### src/soc_macros.svh
`ifndef SOC_MACROS_SVH
`define SOC_MACROS_SVH

// Bus widths
`define SOC_ALEN 32
`define SOC_XLEN 64

// SRAM depth in 64-bit words
`define SOC_SRAM_WORDS 512

`define SOC_GPIO_COUNT 4

// Values of addr[31:28] that select a device, all others are unmapped
`define SOC_REGION_SRAM 4'd1
`define SOC_REGION_PLAT 4'd2

`endif

### src/soc_pkg.sv
`default_nettype none

`include "soc_macros.svh"

package soc_pkg;

    // Host request, one per cycle with valid high
    typedef struct packed {
        logic                     valid;
        logic                     write;
        logic [`SOC_ALEN-1:0]     addr;
        logic [`SOC_XLEN-1:0]     wdata;
        logic [`SOC_XLEN/8-1:0]   wstrb;
    } bus_req_t;

    typedef enum logic [1:0] {
        DEV_NONE,
        DEV_SRAM,
        DEV_PLAT
    } dev_sel_t;

    // Request after stage 1, offset counts 64-bit words inside the region
    typedef struct packed {
        logic                     valid;
        dev_sel_t                 sel;
        logic                     write;
        logic [`SOC_ALEN-8:0]     offset;
        logic [`SOC_XLEN-1:0]     wdata;
        logic [`SOC_XLEN/8-1:0]   wstrb;
    } dec_req_t;

    typedef struct packed {
        logic                     valid;
        logic [`SOC_XLEN-1:0]     rdata;
    } dev_resp_t;

    typedef struct packed {
        logic                     valid;
        logic                     err;
        logic [`SOC_XLEN-1:0]     rdata;
    } bus_resp_t;

endpackage

`default_nettype wire

### src/resp_merge.sv
`default_nettype none

`include "soc_macros.svh"

module resp_merge (
    input  wire logic                clk,
    input  wire logic                rst,
    input  wire soc_pkg::dev_sel_t   sel,
    input  wire logic                stage_valid,
    input  wire soc_pkg::dev_resp_t  sram_resp,
    input  wire soc_pkg::dev_resp_t  plat_resp,
    output soc_pkg::bus_resp_t       resp
);

    logic                 merged_err;
    logic [`SOC_XLEN-1:0] merged_rdata;

    always_comb begin
        merged_err   = 1'b0;
        merged_rdata = '0;
        case (sel)
            soc_pkg::DEV_SRAM: begin
                merged_err   = !sram_resp.valid;
                merged_rdata = sram_resp.rdata;
            end
            soc_pkg::DEV_PLAT: begin
                merged_err   = !plat_resp.valid;
                merged_rdata = plat_resp.rdata;
            end
            default: begin
                merged_err = 1'b1;
            end
        endcase
        // No data alongside an error
        if (merged_err) begin
            merged_rdata = '0;
        end
    end

    always_ff @(posedge clk) begin
        if (rst) begin
            resp.valid <= 1'b0;
            resp.err   <= 1'b0;
        end else begin
            resp.valid <= stage_valid;
            resp.err   <= stage_valid && merged_err;
        end
        resp.rdata <= merged_rdata;
    end

endmodule

`default_nettype wire

### config.mk
export PLATFORM = sky130hd
export DESIGN_NAME = resp_merge
export DESIGN_NICKNAME = d
export VERILOG_FILES = /design/src/soc_pkg.sv /design/src/resp_merge.sv
export VERILOG_INCLUDE_DIRS = /design/src
export SDC_FILE = /design/constraint.sdc
export NUM_CORES = 1
export LEC_CHECK = 0
export ABC_AREA = 1
export BUFFER_PORTS_ARGS = -buffer_cell sky130_fd_sc_hd__buf_2
export CELL_PAD_IN_SITES_DETAIL_PLACEMENT = 1
export CELL_PAD_IN_SITES_GLOBAL_PLACEMENT = 1
export CORE_MARGIN = 2
export CORE_UTILIZATION = 29
export DETAILED_ROUTE_END_ITERATION = 10
export PLACE_DENSITY_LB_ADDON = 0.2
export SYNTH_ARGS = -nofsm -noshare
export SYNTH_HDL_FRONTEND = slang
export SYNTH_SLANG_ARGS = --single-unit
### constraint.sdc
create_clock -name clk -period 2.35 [get_ports clk]
set_input_delay 0.235 -clock clk [delete_from_list [all_inputs] [get_ports clk]]
set_output_delay 0.235 -clock clk [all_outputs]
set_load 0.03 [all_outputs]
==> results of run 1 <==
per-layer routing:
metal / wire length (um) / up-vias / GRT usage [%]
li1: - / 1566 / -
met4: 57 / 0 / 6.00
met3: 864 / 6 / 7.17
met5: 0 / - / 0
met2: 3800 / 129 / 25.9
met1: 3490 / 1289 / 17.4
stage by stage:
step                total power (uW)  hold WS (ps)  cell area, um^2
finish                          2620          87.9             4130
global route                    2800          65.9             4130
CTS                             2670          66.8             4130
detailed placement              1780           429             3950
global placement                1770           426             3950
floorplan                       1590           317             2940
path summary, 6_finish.rpt:
kind / to / slack [ps] / cells past startpoint
setup / recovery: resp[64]$_SDFF_PP0_ / 1080 / 8
hold / removal: resp[65]$_SDFF_PP0_ / 90 / 2
kinds of logic (layout without fill, tap and decap cells):
kind of cell	after synthesis	after routing
buffers and inverters	92	291
AND/OR/NAND/NOR	261	261
adder cells (fa/ha/maj)	2	2
flip-flops	66	66
layout by cell type, fill, tap and decap left out:
master and instances:
ha_2 2, buf_4 3, nor2_1 15, clkbuf_1 4
buf_2 200, bufinv_16 1, nand2_1 195, nand3_4 1
clkbuf_8 9, buf_12 1, clkinv_2 2, nor2_2 50
dfxtp_1 66, inv_1 71
final cells by class:
type | instances | area share (%)
clock inverter | 3 | 0.971
tap | 133 | 4.03
timing repair buffer | 204 | 25.3
inverter | 71 | 6.46
sequential | 66 | 32.0
clock buffer | 13 | 3.37
multi-input combinational | 263 | 27.8
where the power goes:
| part | internal, uW | switching [uW] | total, uW | leakage (uW) |
|---|---|---|---|---|
| Clock | 488 | 383 | 872 | 0.0000914 |
| Combinational | 197 | 358 | 556 | 0.00177 |
| Sequential | 1180 | 13.3 | 1190 | 0.000540 |
| Total | 1870 | 755 | 2620 | 0.00240 |
==> reports/qor.yml, run 1 <==
status: "finished, final reports clean"
p_leak_uw: 0.00240
hold_start: "rst"
port-buffer-count: 200
grt_max_degree: 65
drive_gt1_share_pct: 43.4
setup_tns_ps: 0
design.die.area_um2: 10900
cts_buffers: 9
drt-pass1-iter-count: 3
clock.fmax_mhz: 788
grt_overflow: 0
path_cells: "buf_2, inv_1, ha_2, inv_1, nand3_4, buf_4, nand2_1, inv_1"
wl_per_cell_um: 10.9
grt_pass1_wl_um: 13700
synth-seq-area-share_pct: 45.0
remaining_drc_errors: 0
synth_adder_area_share_pct: 0.852
worstSetupEndpointType: "register"
slowest_stage: "buf_4"
post_synth.cell_area_avg_um2: 6.98
io_pins: 201
period_needed_ps: 1270
synth_ff_type: "dfxtp_1"
reg_top3: "resp: 66 flops"
final_max_slew_viol_count: 0
dieWidth_um: 105
relSlewSlack_pct: 57.4
critPathMaxStageDelay_ps: 320
cp_max_fo: 24
cts_resized: 0
area_delta_synth_final_pct: 40.5
p_per_area_nw_per_um2: 635
yosys.area_share.simple_pct: 37.7
grt_setup_unrepaired: "no"
path_common_cell: "inv_1"
path_class: "input port to register"
synth_top_area_share_pct: 45.0
core-area_um2: 9820
root_buffer: "clkbuf_8"
start_kind: "input port"
initial_core_util_pct: 29.9
dpl_worst_slack_ps: 696
fillers: 1329
synth_top_area_cell: "dfxtp_1"
ant_nets: 0
startpoint: "sel[0]"
yosys-top-cells-area: "dfxtp_1 (45%), nand2_1 (25%), nor2_2 (11%)"
first_iter_violations: 73
hpwl_um: 6330
multi_input_area_um2: 1150
maxCapViolCount: 0
die_h_um: 105
hold_path_class: "input port to register"
top_register: "resp"
synth_compound_area_share_pct: 0
synth_top_family_by_area: "simple AND/OR/NAND/NOR gates"
fin_ws_ps: 1080
finalNetCount: 752
antenna_found_initial: 0
place_inst: 737
vdd_drop_max_uv: 290
fin_util_pct: 42.0
cts_tree: "done"
first_global_vias: 2986
post-cts-setup-buffer-count: 0
synth_cell_type_count: 11
synth_cells: 421
min_period_over_period_pct: 54.0
vias: 2990
yosysMostFrequentCell: "nand2_1"
synth_xor_xnor_area_share_pct: 0
yosys_warnings: 0
grt_util_all_layers_pct: 15.6
place.gp.congestion: 0.724
synth_edf_count: 0
syn_nets: 558
num_rows: 36
htree_levels: 3
crit_family: "buffers and inverters"
synthMuxAreaShare_pct: 0
ys_async_sr_fraction_pct: 0
final_cells: 753
viasPerCell: 3.97
ctsHoldBuffers: 0
clk_pin_slew_ps: 60
diodes: 0
synthTopCellsByCount: "nand2_1 (195), inv_1 (71), dfxtp_1 (66), nor2_2 (50), nor2_1 (15)"
final-setup-viol-count: 0
worst_slew_pin_slew_ps: 639
hold_viol: 0
syn_area_um2: 2940
ctsLongestPathBuffers: 2
required_ps: 2580
largest_reg_flops: 66
wl_um: 8210
synth_seq_cells: 66
critical_path_arrival_ps: 1500
cts_sinks: 66
crit_buf_inv: 5
ff_latch_area_um2: 1320
(Power assumes the default switching activity.)
==> run 2: changes to the inputs <==
--- a/config.mk
+++ b/config.mk
@@ -11,7 +11,7 @@
 export CELL_PAD_IN_SITES_DETAIL_PLACEMENT = 1
 export CELL_PAD_IN_SITES_GLOBAL_PLACEMENT = 1
 export CORE_MARGIN = 2
-export CORE_UTILIZATION = 29
+export CORE_UTILIZATION = 27
 export DETAILED_ROUTE_END_ITERATION = 10
 export PLACE_DENSITY_LB_ADDON = 0.2
 export SYNTH_ARGS = -nofsm -noshare
==> constraint.sdc (replaced) <==
create_clock -name clk -period 1.25 [get_ports clk]
set_input_delay 0.125 -clock clk [delete_from_list [all_inputs] [get_ports clk]]
set_output_delay 0.125 -clock clk [all_outputs]
set_load 0.03 [all_outputs]
==> reports/qor.yml, run 2 (synthesized netlist as in run 1, its figures left out) <==
ctsLongestPathBuffers: 2
top_register: "resp"
grt_max_degree: 34
final-setup-viol-count: 0
vdd_drop_max_uv: 482
maxCapViolCount: 0
vias: 3089
first_iter_violations: 84
num_rows: 38
grt_overflow: 0
remaining_drc_errors: 0
setup_tns_ps: 0
path_class: "input port to register"
die_h_um: 108
largest_reg_flops: 66
dieWidth_um: 108
area_delta_synth_final_pct: 44.2
cts_tree: "done"
relSlewSlack_pct: 85.1
final_cell_mix: "buf_2 (200), nand2_1 (195), inv_1 (71)"
fin_util_pct: 39.4
drive_gt1_share_pct: 44.2
crit_buf_inv: 3
root_buffer: "clkbuf_8"
slowest_stage: "dlygate4sd3_1"
diodes: 0
reg_top3: "resp: 66 flops"
antenna_found_initial: 0
htree_levels: 3
p_leak_uw: 0.00244
cts_resized: 0
required_ps: 1520
cts_sinks: 66
cp_max_fo: 2
final_max_slew_viol_count: 0
p_per_area_nw_per_um2: 1160
start_kind: "input port"
wl_per_cell_um: 11.2
worstSetupEndpointType: "register"
hold_path_class: "input port to register"
status: "finished, final reports clean"
clock.fmax_mhz: 831
final_common_cell: "buf_2"
drt-pass1-iter-count: 4
critical_path_arrival_ps: 1470
period_needed_ps: 1200
design.die.area_um2: 11700
place.gp.congestion: 0.704
initial_core_util_pct: 27.3
cts_buffers: 9
hold_viol: 0
crit_family: "buffers and inverters"
hpwl_um: 6800
ant_nets: 0
core-area_um2: 10700
finalNetCount: 759
grt_util_all_layers_pct: 14.4
grt_pass1_wl_um: 13100
critPathMaxStageDelay_ps: 570
viasPerCell: 4.03
clk_pin_slew_ps: 80
path_common_cell: "dlygate4sd3_1"
port-buffer-count: 200
min_period_over_period_pct: 96.2
path_cells: "dlygate4sd3_1, buf_2, nor2_1, dlygate4sd3_1"
worst_slew_pin_slew_ps: 224
io_pins: 201
wl_um: 8570
first_global_vias: 2985
grt_setup_unrepaired: "no"
run 2: worst paths after layout:
check,end,slack (ps),cells after the start,startpoint
worst max-delay path,resp[65]$_SDFF_PP0_,50,4,rst
worst min-delay path,resp[47]$_SDFF_PP0_,100,5,plat_resp[47]
run 2: where the power goes:
group,internal (uW),switching (uW),total (uW)
logic,413,680,1090
registers,2220,25.5,2240
clock network,764,795,1560
total,3390,1500,4890
run 2: metrics by stage:
| stage | std cells | setup slack (ps) | total power [uW] | instance area [um^2] | hold slack, ps |
|---|---|---|---|---|---|
| 2_1_floorplan | 421 | 281 | 2990 | 2940 | 207 |
| 3_3_place_gp | 749 | 80.2 | 3380 | 4040 | 305 |
| 3_5_place_dp | 749 | 45.4 | 3400 | 4040 | 309 |
| 4_1_cts | 767 | 78.0 | 5010 | 4230 | 78.7 |
| 5_1_grt | 767 | 26.0 | 5190 | 4230 | 98.1 |
| 6_report | 767 | 47.0 | 4890 | 4230 | 102 |
run 2: per-layer routing:
| metal | global-route usage [%] | up-vias | routed length [um] |
|---|---|---|---|
| li1 | - | 1580 | - |
| met1 | 15.2 | 1369 | 3450 |
| met2 | 25.1 | 130 | 4030 |
| met3 | 6.99 | 10 | 967 |
| met4 | 4.95 | 0 | 119 |
| met5 | 0 | - | 0 |
run 2: cell type report:
type                    instances  area [um^2]
fillers                      1462         6510
flip-flops and latches         66         1320
repair buffers                211         1150
multi-input cells             263         1150
inverters                      71          267
well taps                     140          175
clock buffers                  11          141
clock inverters                 5         30.0
run 2: what timing repair did:
| item | in CTS | in global routing |
|---|---|---|
| hold buffers | 2 | 0 |
| setup buffers | 0 | 0 |
| endpoints found under the hold margin | 1 | 0 |
run 2: tightest hold or removal path, delay by kind of cell:
| kind | cells | cell delay [ps] |
|---|---|---|
| simple gates | 3 | 170 |
| buf+inv | 2 | 110 |
