**config.mk**
```make
export PLATFORM = sky130hd
export DESIGN_NAME = platform_dev
export DESIGN_NICKNAME = d
export VERILOG_FILES = /design/src/soc_pkg.sv /design/src/platform_dev.sv
export VERILOG_INCLUDE_DIRS = /design/src
export SDC_FILE = /design/constraint.sdc
export NUM_CORES = 1
export LEC_CHECK = 0
export BUFFER_PORTS_ARGS = -buffer_cell sky130_fd_sc_hd__buf_4
export CAP_MARGIN = 25
export CORE_UTILIZATION = 57
export CTS_CLUSTER_DIAMETER = 40
export DETAILED_ROUTE_END_ITERATION = 6
export PLACE_DENSITY = 0.82
export RECOVER_POWER = 50
export SLEW_MARGIN = 10
export SYNTH_ARGS = -nofsm -noshare
export SYNTH_HDL_FRONTEND = slang
export SYNTH_SLANG_ARGS = --single-unit
```
**constraint.sdc**
```tcl
create_clock -name clk -period 3.3 [get_ports clk]
set_clock_uncertainty 0.15 [all_clocks]
set_input_delay 0.33 -clock clk [delete_from_list [all_inputs] [get_ports clk]]
set_output_delay 0.33 -clock clk [all_outputs]
set_load 0.01 [all_outputs]
```
**src/soc_macros.svh**
```systemverilog
`ifndef SOC_MACROS_SVH
`define SOC_MACROS_SVH

// Bus widths
`define SOC_ALEN 32
`define SOC_XLEN 64

// SRAM depth in 64-bit words
`define SOC_SRAM_WORDS 512

`define SOC_GPIO_COUNT 4

// Values of addr[31:28] that select a device, all others are unmapped
`define SOC_REGION_SRAM 4'd1
`define SOC_REGION_PLAT 4'd2

`endif

```
**src/soc_pkg.sv**
```systemverilog
`default_nettype none

`include "soc_macros.svh"

package soc_pkg;

    // Host request, one per cycle with valid high
    typedef struct packed {
        logic                     valid;
        logic                     write;
        logic [`SOC_ALEN-1:0]     addr;
        logic [`SOC_XLEN-1:0]     wdata;
        logic [`SOC_XLEN/8-1:0]   wstrb;
    } bus_req_t;

    typedef enum logic [1:0] {
        DEV_NONE,
        DEV_SRAM,
        DEV_PLAT
    } dev_sel_t;

    // Request after stage 1, offset counts 64-bit words inside the region
    typedef struct packed {
        logic                     valid;
        dev_sel_t                 sel;
        logic                     write;
        logic [`SOC_ALEN-8:0]     offset;
        logic [`SOC_XLEN-1:0]     wdata;
        logic [`SOC_XLEN/8-1:0]   wstrb;
    } dec_req_t;

    typedef struct packed {
        logic                     valid;
        logic [`SOC_XLEN-1:0]     rdata;
    } dev_resp_t;

    typedef struct packed {
        logic                     valid;
        logic                     err;
        logic [`SOC_XLEN-1:0]     rdata;
    } bus_resp_t;

endpackage

`default_nettype wire

```
**src/platform_dev.sv**
```systemverilog
`default_nettype none

`include "soc_macros.svh"

module platform_dev (
    input  wire logic                 clk,
    input  wire logic                 rst,
    input  wire soc_pkg::dec_req_t    dec,
    output soc_pkg::dev_resp_t        resp,
    output logic [`SOC_GPIO_COUNT-1:0] gpio,
    output logic                      mtime_int
);

    logic [`SOC_XLEN-1:0] mtime;
    logic [`SOC_XLEN-1:0] mtimecmp;
    logic [`SOC_XLEN-1:0] gpio_word;
    logic [`SOC_XLEN-1:0] gpio_next;
    logic                 hit;
    logic                 wr_en;
    logic                 wr_mtime;
    logic                 wr_mtimecmp;
    logic                 wr_gpio;

    // Keep old bytes where the strobe is clear
    function automatic logic [`SOC_XLEN-1:0] merge_bytes(
        input logic [`SOC_XLEN-1:0]   old_val,
        input logic [`SOC_XLEN-1:0]   new_val,
        input logic [`SOC_XLEN/8-1:0] strb
    );
        logic [`SOC_XLEN-1:0] result;
        result = old_val;
        for (int b = 0; b < `SOC_XLEN/8; b++) begin
            if (strb[b]) begin
                result[b*8 +: 8] = new_val[b*8 +: 8];
            end
        end
        return result;
    endfunction

    assign hit         = dec.valid && (dec.sel == soc_pkg::DEV_PLAT);
    assign wr_en       = hit && dec.write;
    assign wr_mtime    = wr_en && (dec.offset == 'd0);
    assign wr_mtimecmp = wr_en && (dec.offset == 'd1);
    assign wr_gpio     = wr_en && (dec.offset == 'd2);

    assign gpio_word = `SOC_XLEN'(gpio);
    assign gpio_next = merge_bytes(gpio_word, dec.wdata, dec.wstrb);

    // Free-running timer, a write wins over the increment
    always_ff @(posedge clk) begin
        if (rst) begin
            mtime <= '0;
        end else if (wr_mtime) begin
            mtime <= merge_bytes(mtime, dec.wdata, dec.wstrb);
        end else begin
            mtime <= mtime + 1'b1;
        end
    end

    always_ff @(posedge clk) begin
        if (rst) begin
            mtimecmp <= '1;
        end else if (wr_mtimecmp) begin
            mtimecmp <= merge_bytes(mtimecmp, dec.wdata, dec.wstrb);
        end
    end

    always_ff @(posedge clk) begin
        if (rst) begin
            gpio <= '0;
        end else if (wr_gpio) begin
            gpio <= gpio_next[`SOC_GPIO_COUNT-1:0];
        end
    end

    // Level, stays high until the compare is moved past mtime
    assign mtime_int = (mtime >= mtimecmp);

    always_ff @(posedge clk) begin
        if (rst) begin
            resp.valid <= 1'b0;
        end else begin
            resp.valid <= hit;
        end
        if (dec.write) begin
            resp.rdata <= '0;
        end else begin
            case (dec.offset)
                'd0:     resp.rdata <= mtime;
                'd1:     resp.rdata <= mtimecmp;
                'd2:     resp.rdata <= gpio_word;
                default: resp.rdata <= '0;
            endcase
        end
    end

endmodule

`default_nettype wire

```
==> metrics.md, run 1 <==
| Metric | Value |
|---|---|
| Number of global-route vias before repair | 9,979 |
| H-tree levels | 4 |
| Peak supply drop | 0.370 mV |
| Crit path launch type | register |
| Failing checks | max-capacitance violations, max-slew violations |
| Post-synthesis async set-or-reset flop share | 0% |
| Yosys cell types | 66 |
| Post-synthesis register bit count | 197 |
| Hold Crit Depth | 3 |
| CP max stage delay | 450 ps |
| Largest net degree at the start of global routing | 68 |
| Internal | 3.67 mW |
| Ports | 173 |
| # port buffers | 172 |
| Post-detail-place hpwl | 21,200 um |
| Synthesis Warnings | 0 |
| Yosys top cell area share | 38.5% |
| Fillers | 1,414 |
| CTS max path bufs | 2 |
| Worst Reg-to-Reg Cells | 7 |
| Status | finished, violations left |
| ANT cells | 0 |
| Routed WL per cell | 18.2 um |
| TritonCTS clock tree | built |
| Final min period | 3170 ps |
| Clk_lat worst skew | 450 ps |
| Routed Antenna Nets | 0 |
| Main synth FF type | dfxtp_1 |
| DRC violations left | 0 |
| Levels on crit path | 8 |
| Initial antenna violation count | 0 |
| Setup_tns | 0 ps |
| Top-count cell post-synth | dfxtp_1 |
| Initial Util | 58.9% |
| Placer congestion estimate | 0.941 |
| Vias | 10,548 |
| Hold_sp | dec[39] |
| Part of the power in registers | 50.5% |
| Total grt overflow | 0 |
| P_leak | 5.21 nW |
| CP max FO | 6 |
| Mean Syn Cell Area | 8.09 sq um |
| CP max-delay cell | nor4_2 |
| CP top delay family | simple AND/OR/NAND/NOR gates |
| Setup bufs post-CTS | 0 |
| CP startpoint | mtime[38]$_SDFFE_PP0P_ |
| Final hold violation count | 0 |
| Vias per cell | 6.25 |
| Max Cap Viol | 1 |
| Post-synth EDFFs | 0 |
| Area occupied by multi-input gates | 0.00574 sq mm |
| Combinational share of power | 5.1% |
| Top post-synthesis cells by count | dfxtp_1, nor2_1, nand2_1, a21oi_1, inv_1 |
| Site Rows | 48 |
| Area delta synth->final | 22.7% |
| Switching Fraction | 22.3% |
| Worst relative slew slack | -6.61% |
| WP data required | 2820 ps |
| Crit path capture type | primary output |
| Clock transition at path regs | 70 ps |
| GRT Resource Usage Total | 33.3% |
| Drt total wl | 30,700 um |
| CP arrival | 2690 ps |
| Drt first-iter violations | 1,092 |
| Slew @ Worst Pin | 1600 ps |
| Post-Syn Area | 0.0102 sq mm |
| Syn Inst Count | 1,267 |
| Core ar. | 0.0174 sq mm |
| Die Ht | 136 um |
| Router iterations before antenna repair | 5 |
| Worst min-delay path class | input pin to register |
| Die X | 136 um |
| Cts bufs inserted | 17 |
| Pwr dens | 376 mW/mm^2 |
| Reg2reg start | mtime[1]$_SDFFE_PP0P_ |
| Net Sw Power | 1.05 mW |
| RSZ-0062 raised after global routing | false |
| Clk root buf | clkbuf_16 |
| # setup viols final | 0 |
| Hold_ws | 0.944 ps |
| Max Fclk | 315 MHz |
| Share of layout cells above drive strength 1 | 12.6% |
| First-pass GRT wire length | 49,100 um |
| Largest cells by area after synthesis | dfxtp_1, ha_1, nor2_1 |
| Final Cycle Share | 96.2% |
| CP bufs+invs | 1 |
| Die area | 0.0185 sq mm |
| Register Area | 0.00395 sq mm |
| Final Max Slew Viols | 68 |
| Post-synthesis sequential area ratio | 38.5% |
| Critical path type | register to primary output |
| Clk network pwr share | 44.4% |
| Clk sinks | 197 |
| Power Total | 4.73 mW |
| NumNets Final | 1,619 |
| Syn_nets | 1,435 |
| CP cell instances | ha_1 > nand4_1 > nor4_2 > nand2_1 > a31oi_1 > nor3_2 > o211ai_1 > buf_4 |
| Yosys top cell by area | dfxtp_1 |
==> metal layers <==
metal / up-vias / global-route usage (%) / wire length (um)
met1: 4949 / 42.7 / 12700
li1: 5011 / - / -
met4: 0 / 12.3 / 800
met3: 69 / 6.00 / 2420
met5: - / 0 / 0
met2: 519 / 55.4 / 14800
==> cells by family after synthesis <==
group | after synthesis | share of synthesized area, %
compound gates | 360 | 23.1
fa+ha+maj | 65 | 7.93
buf+inv | 155 | 5.93
flops | 197 | 38.5
mux | 8 | 0.818
simple gates | 482 | 23.7
==> layout by cell type (no fill, tap or decap), types with 36 or more instances in the layout <==
cell type	synthesis	final
o211ai_1	63	63
ha_1	65	65
clkbuf_1	68	72
nor2_1	143	143
dlygate4sd3_1	1	49
nand2_1	125	125
dfxtp_1	197	196
o21ai_0	58	58
nand4_1	36	36
a22oi_1	68	68
buf_4	1	117
a21oi_1	76	76
inv_1	74	74
==> layout make-up <==
type	count	area share, %
clock inverter	11	1.00
tap	225	2.24
sequential	197	31.4
multi-input combinational	915	45.7
clock buffer	21	3.66
timing repair buffer	245	13.8
inverter	75	2.24
==> repair_timing <==
action	CTS	global route
pin swaps	0	4
setup endpoints to repair	1	1
endpoints found under the hold margin	51	0
gates resized for setup	1	3
hold buffers	49	0
==> worst register-to-register path: cells and delay by family, from the launching register on <==
family | cells | cell delay [ps]
AND/OR/NAND/NOR | 5 | 1940
AO/OA/AOI/OAI | 1 | 170
adder cells (fa/ha/maj) | 1 | 270
flip-flops | 1 | 420
==> sequential cells by signal, indices dropped and copies added (netlist names) <==
signal and flops:
gpio 4, mtime 64, mtimecmp 64, resp 65
==> power by group through the flow <==
stage	sequential, mW	clock [mW]	combinational (mW)
6_report	2.38	2.10	0.243
5_1_grt	2.38	2.21	0.255
4_1_cts	2.38	2.11	0.238
3_5_place_dp	2.44	0	0.191
3_3_place_gp	2.44	0	0.191
2_1_floorplan	2.44	0	0.0463
==> worst paths after layout <==
check                               to  slack, ps
max                          mtime_int        130
min          mtimecmp[31]$_SDFFE_PP1P_        0.9
max reg2reg     mtime[62]$_SDFFE_PP0P_        250
min reg2reg   mtimecmp[0]$_SDFFE_PP1P_        360
==> per-stage QoR <==
step	cell area (sq um)	util [%]	worst slack, ps	instances
2_1_floorplan	10200	-	631	1267
4_1_cts	12900	73.8	66.0	1689
3_5_place_dp	11800	67.6	311	1608
3_3_place_gp	11800	67.6	438	1608
5_1_grt	12600	72.2	2.79	1689
6_report	12600	72.2	126	1689
No activity file was read; power rests on OpenSTA's default activity.
==> inputs of run 2 (changes only) <==
--- a/config.mk
+++ b/config.mk
@@ -6,9 +6,10 @@
 export SDC_FILE = /design/constraint.sdc
 export NUM_CORES = 1
 export LEC_CHECK = 0
+export ABC_AREA = 1
 export BUFFER_PORTS_ARGS = -buffer_cell sky130_fd_sc_hd__buf_4
 export CAP_MARGIN = 25
-export CORE_UTILIZATION = 57
+export CORE_UTILIZATION = 58
 export CTS_CLUSTER_DIAMETER = 40
 export DETAILED_ROUTE_END_ITERATION = 6
 export PLACE_DENSITY = 0.82
==> metrics.md, run 2 <==
| Metric | Value |
|---|---|
| P_leak | 6.13 nW (was 5.21 nW) |
| ANT cells | 0 (unchanged) |
| Syn Inst Count | 1,740 (was 1,267) |
| Post-detail-place hpwl | 24,800 um (was 21,200 um) |
| DRC violations left | 0 (unchanged) |
| Hold buffer count at cts | 6 (was 49) |
| Worst min-delay path class | input pin to register (unchanged) |
| Peak supply drop | 0.313 mV (was 0.370 mV) |
| Leading cell type in the layout, fill and taps excluded | nand2_1 (was dfxtp_1) |
| Top-count cell post-synth | nand2_1 (was dfxtp_1) |
| Die X | 143 um (was 136 um) |
| Total grt overflow | 0 (unchanged) |
| Site Rows | 51 (was 48) |
| Fillers | 1,760 (was 1,414) |
| Hold_ws | 16.6 ps (was 0.944 ps) |
| CP arrival | 2410 ps (was 2690 ps) |
| CTS max path bufs | 2 (unchanged) |
| Ports | 173 (unchanged) |
| Max reg flops | 65 (unchanged) |
| # setup viols final | 0 (unchanged) |
| Largest net degree at the start of global routing | 87 (was 68) |
| # port buffers | 172 (unchanged) |
| Final hold violation count | 0 (unchanged) |
| Post-synthesis register bit count | 197 (unchanged) |
| Slew @ Worst Pin | 1380 ps (was 1600 ps) |
| Vias per cell | 5.48 (was 6.25) |
| Clock transition at path regs | 70 ps (about the same) |
| Area delta synth->final | 15.3% (was 22.7%) |
| Placer congestion estimate | 1.01 (was 0.941) |
| Largest cells by area after synthesis | dfxtp_1, nand2_1, ha_1 (was dfxtp_1, ha_1, nor2_1) |
| CP max-delay cell | dfxtp_1 (was nor4_2) |
| Main synth FF type | dfxtp_1 (unchanged) |
| CP bufs+invs | 1 (unchanged) |
| Clk sinks | 197 (unchanged) |
| Yosys top cell area share | 34.3% (was 38.5%) |
| Vias | 11,861 (was 10,548) |
| Biggest regs | resp: 65 flops, mtime: 64 flops, mtimecmp: 64 flops (unchanged) |
| Cts bufs inserted | 17 (unchanged) |
| RSZ-0062 raised after global routing | false (unchanged) |
| Power Total | 4.81 mW (was 4.73 mW) |
| Syn_nets | 1,908 (was 1,435) |
| Most frequent cells in the layout | nand2_1, dfxtp_1, nor2_1, a21oi_1, inv_1 (was dfxtp_1, nor2_1, nand2_1, buf_4, a21oi_1) |
| Die Ht | 143 um (was 136 um) |
| WP data required | 2820 ps (about the same) |
| Max Fclk | 346 MHz (was 315 MHz) |
| Number of global-route vias before repair | 11,222 (was 9,979) |
| Post-synthesis sequential area ratio | 34.3% (was 38.5%) |
| Initial Util | 59.1% (was 58.9%) |
| CP cell instances | ha_1 > nand2_1 > nor2_1 > nand4_1 > nor2_1 > nand3_1 > nand2b_1 > nand2_1 > nor2_1 > nand2_1 > buf_4 (was ha_1 > nand4_1 > nor4_2 > nand2_1 > a31oi_1 > nor3_2 > o211ai_1 > buf_4) |
| GRT Resource Usage Total | 33.4% (was 33.3%) |
| Crit path launch type | register (unchanged) |
| Util after Layout | 68.2% (was 72.2%) |
| Crit path capture type | primary output (unchanged) |
| Clk_lat worst skew | 440 ps (was 450 ps) |
| Routed WL per cell | 15.3 um (was 18.2 um) |
| Router iterations before antenna repair | 6 (was 5) |
| Worst relative slew slack | 7.68% (was -6.61%) |
| H-tree levels | 4 (unchanged) |
| First-pass GRT wire length | 54,400 um (was 49,100 um) |
| Post-Syn Area | 0.0115 sq mm (was 0.0102 sq mm) |
| Top post-synthesis cells by count | nand2_1, dfxtp_1, nor2_1, a21oi_1, inv_1 (was dfxtp_1, nor2_1, nand2_1, a21oi_1, inv_1) |
| Status | finished clean (was finished, violations left) |
| Final Max Slew Viols | 0 (was 68) |
| NumNets Final | 2,054 (was 1,619) |
| CP max FO | 7 (was 6) |
| CP max stage delay | 400 ps (was 450 ps) |
| Mean Syn Cell Area | 6.61 sq um (was 8.09 sq um) |
| Levels on crit path | 11 (was 8) |
| TritonCTS clock tree | built (unchanged) |
| Setup bufs post-CTS | 0 (unchanged) |
| Yosys cell types | 39 (was 66) |
| Pwr dens | 363 mW/mm^2 (was 376 mW/mm^2) |
| Hold Crit Depth | 3 (unchanged) |
| Final Cycle Share | 87.5% (was 96.2%) |
| Core ar. | 0.0195 sq mm (was 0.0174 sq mm) |
| Worst Reg-to-Reg Cells | 9 (was 7) |
| Synthesis Warnings | 0 (unchanged) |
| Max Cap Viol | 0 (was 1) |
| Most flops, register | resp (unchanged) |
| Initial antenna violation count | 0 (unchanged) |
| Share of layout cells above drive strength 1 | 9.22% (was 12.6%) |
| Setup_tns | 0 ps (unchanged) |
| Yosys top cell by area | dfxtp_1 (unchanged) |
| Drt total wl | 33,100 um (was 30,700 um) |
| Critical path type | register to primary output (unchanged) |
| Post-synth EDFFs | 0 (unchanged) |
| Post_cts resized | 0 (was 1) |
| Drt first-iter violations | 1,061 (was 1,092) |
| Clk root buf | clkbuf_16 (unchanged) |
| Final min period | 2890 ps (was 3170 ps) |
| Die area | 0.0204 sq mm (was 0.0185 sq mm) |
| Routed Antenna Nets | 0 (unchanged) |
| Post-synthesis async set-or-reset flop share | 0% (unchanged) |
| CP top delay family | simple AND/OR/NAND/NOR gates (unchanged) |
-- run 2: changes by cell type after synthesis, moves of 24 or more --
cell / delta
a22oi_1: -68
inv_1: +68
a31oi_1: -33
nand3_1: +40
a21oi_1: +71
nor3_1: -24
nand2_1: +541
clkbuf_1: -33
-- run 2: through the flow --
| stage | cells | worst slack [ps] | instance area (sq um) |
|---|---|---|---|
| 2_1_floorplan | 1740 | 1400 | 11500 |
| 3_3_place_gp | 2126 | 831 | 12900 |
| 3_5_place_dp | 2126 | 809 | 12900 |
| 4_1_cts | 2163 | 453 | 13600 |
| 5_1_grt | 2163 | 151 | 13300 |
| 6_report | 2163 | 412 | 13300 |
-- run 2: cell families (layout without fill, tap and decap cells) --
group | count (synthesis) | in the layout | synth area share [%]
buffers and inverters | 209 | 367 | 7.55
flip-flops | 197 | 197 | 34.3
XOR/XNOR | 23 | 23 | 1.75
AO/OA/AOI/OAI | 277 | 277 | 13.9
adder cells (fa/ha/maj) | 65 | 65 | 7.07
AND/OR/NAND/NOR | 969 | 969 | 35.4
-- run 2: area by class of cell --
| type | count | area (sq um) | share of cell area (%) |
|---|---|---|---|
| Clock inverter | 9 | 139 | 1.05 |
| Clock buffer | 22 | 474 | 3.57 |
| Multi-Input combinational cell | 1334 | 6650 | 50.1 |
| Tap cell | 265 | 332 | 2.50 |
| Sequential cell | 197 | 3940 | 29.7 |
| Inverter | 148 | 556 | 4.19 |
| Timing Repair Buffer | 188 | 1180 | 8.87 |
-- run 2: final timing paths --
path / end / slack (ps) / from
hold / removal: mtimecmp[58]$_SDFFE_PP1P_ / 20 / dec[66]
setup reg to reg: mtime[51]$_SDFFE_PP0P_ / 910 / mtime[3]$_SDFFE_PP0P_
hold reg to reg: resp[36]$_SDFF_PP0_ / 330 / mtimecmp[36]$_SDFFE_PP1P_
setup / recovery: mtime_int / 410 / mtime[55]$_SDFFE_PP0P_
-- run 2: worst reg2reg max path, cell delays in order (launching register included) --
cell and delay (ps):
dfxtp_1 460, nand2_1 150, nor2_2 210, nand2_1 130, nor3_1 740, nand2_1 110, nand2_1 90, nand3_1 70
nand2_1 80, a21oi_1 50
-- run 2: report_power, final --
group / total (mW) / internal [mW] / leakage [nW] / switching, mW
combinational: 0.214 / 0.0999 / 4.24 / 0.114
sequential: 2.38 / 2.38 / 1.59 / 0.00504
clock: 2.21 / 1.26 / 0.302 / 0.953
total: 4.81 / 3.74 / 6.13 / 1.07
-- run 2: routing by layer --
metal / part of all wire, % / vias up / track usage [%]
li1: - / 5920 / -
met1: 43 / 5356 / 43.3
met2: 47 / 522 / 56.7
met3: 7.5 / 63 / 4.83
met4: 2.6 / 0 / 11.5
met5: 0 / - / 0
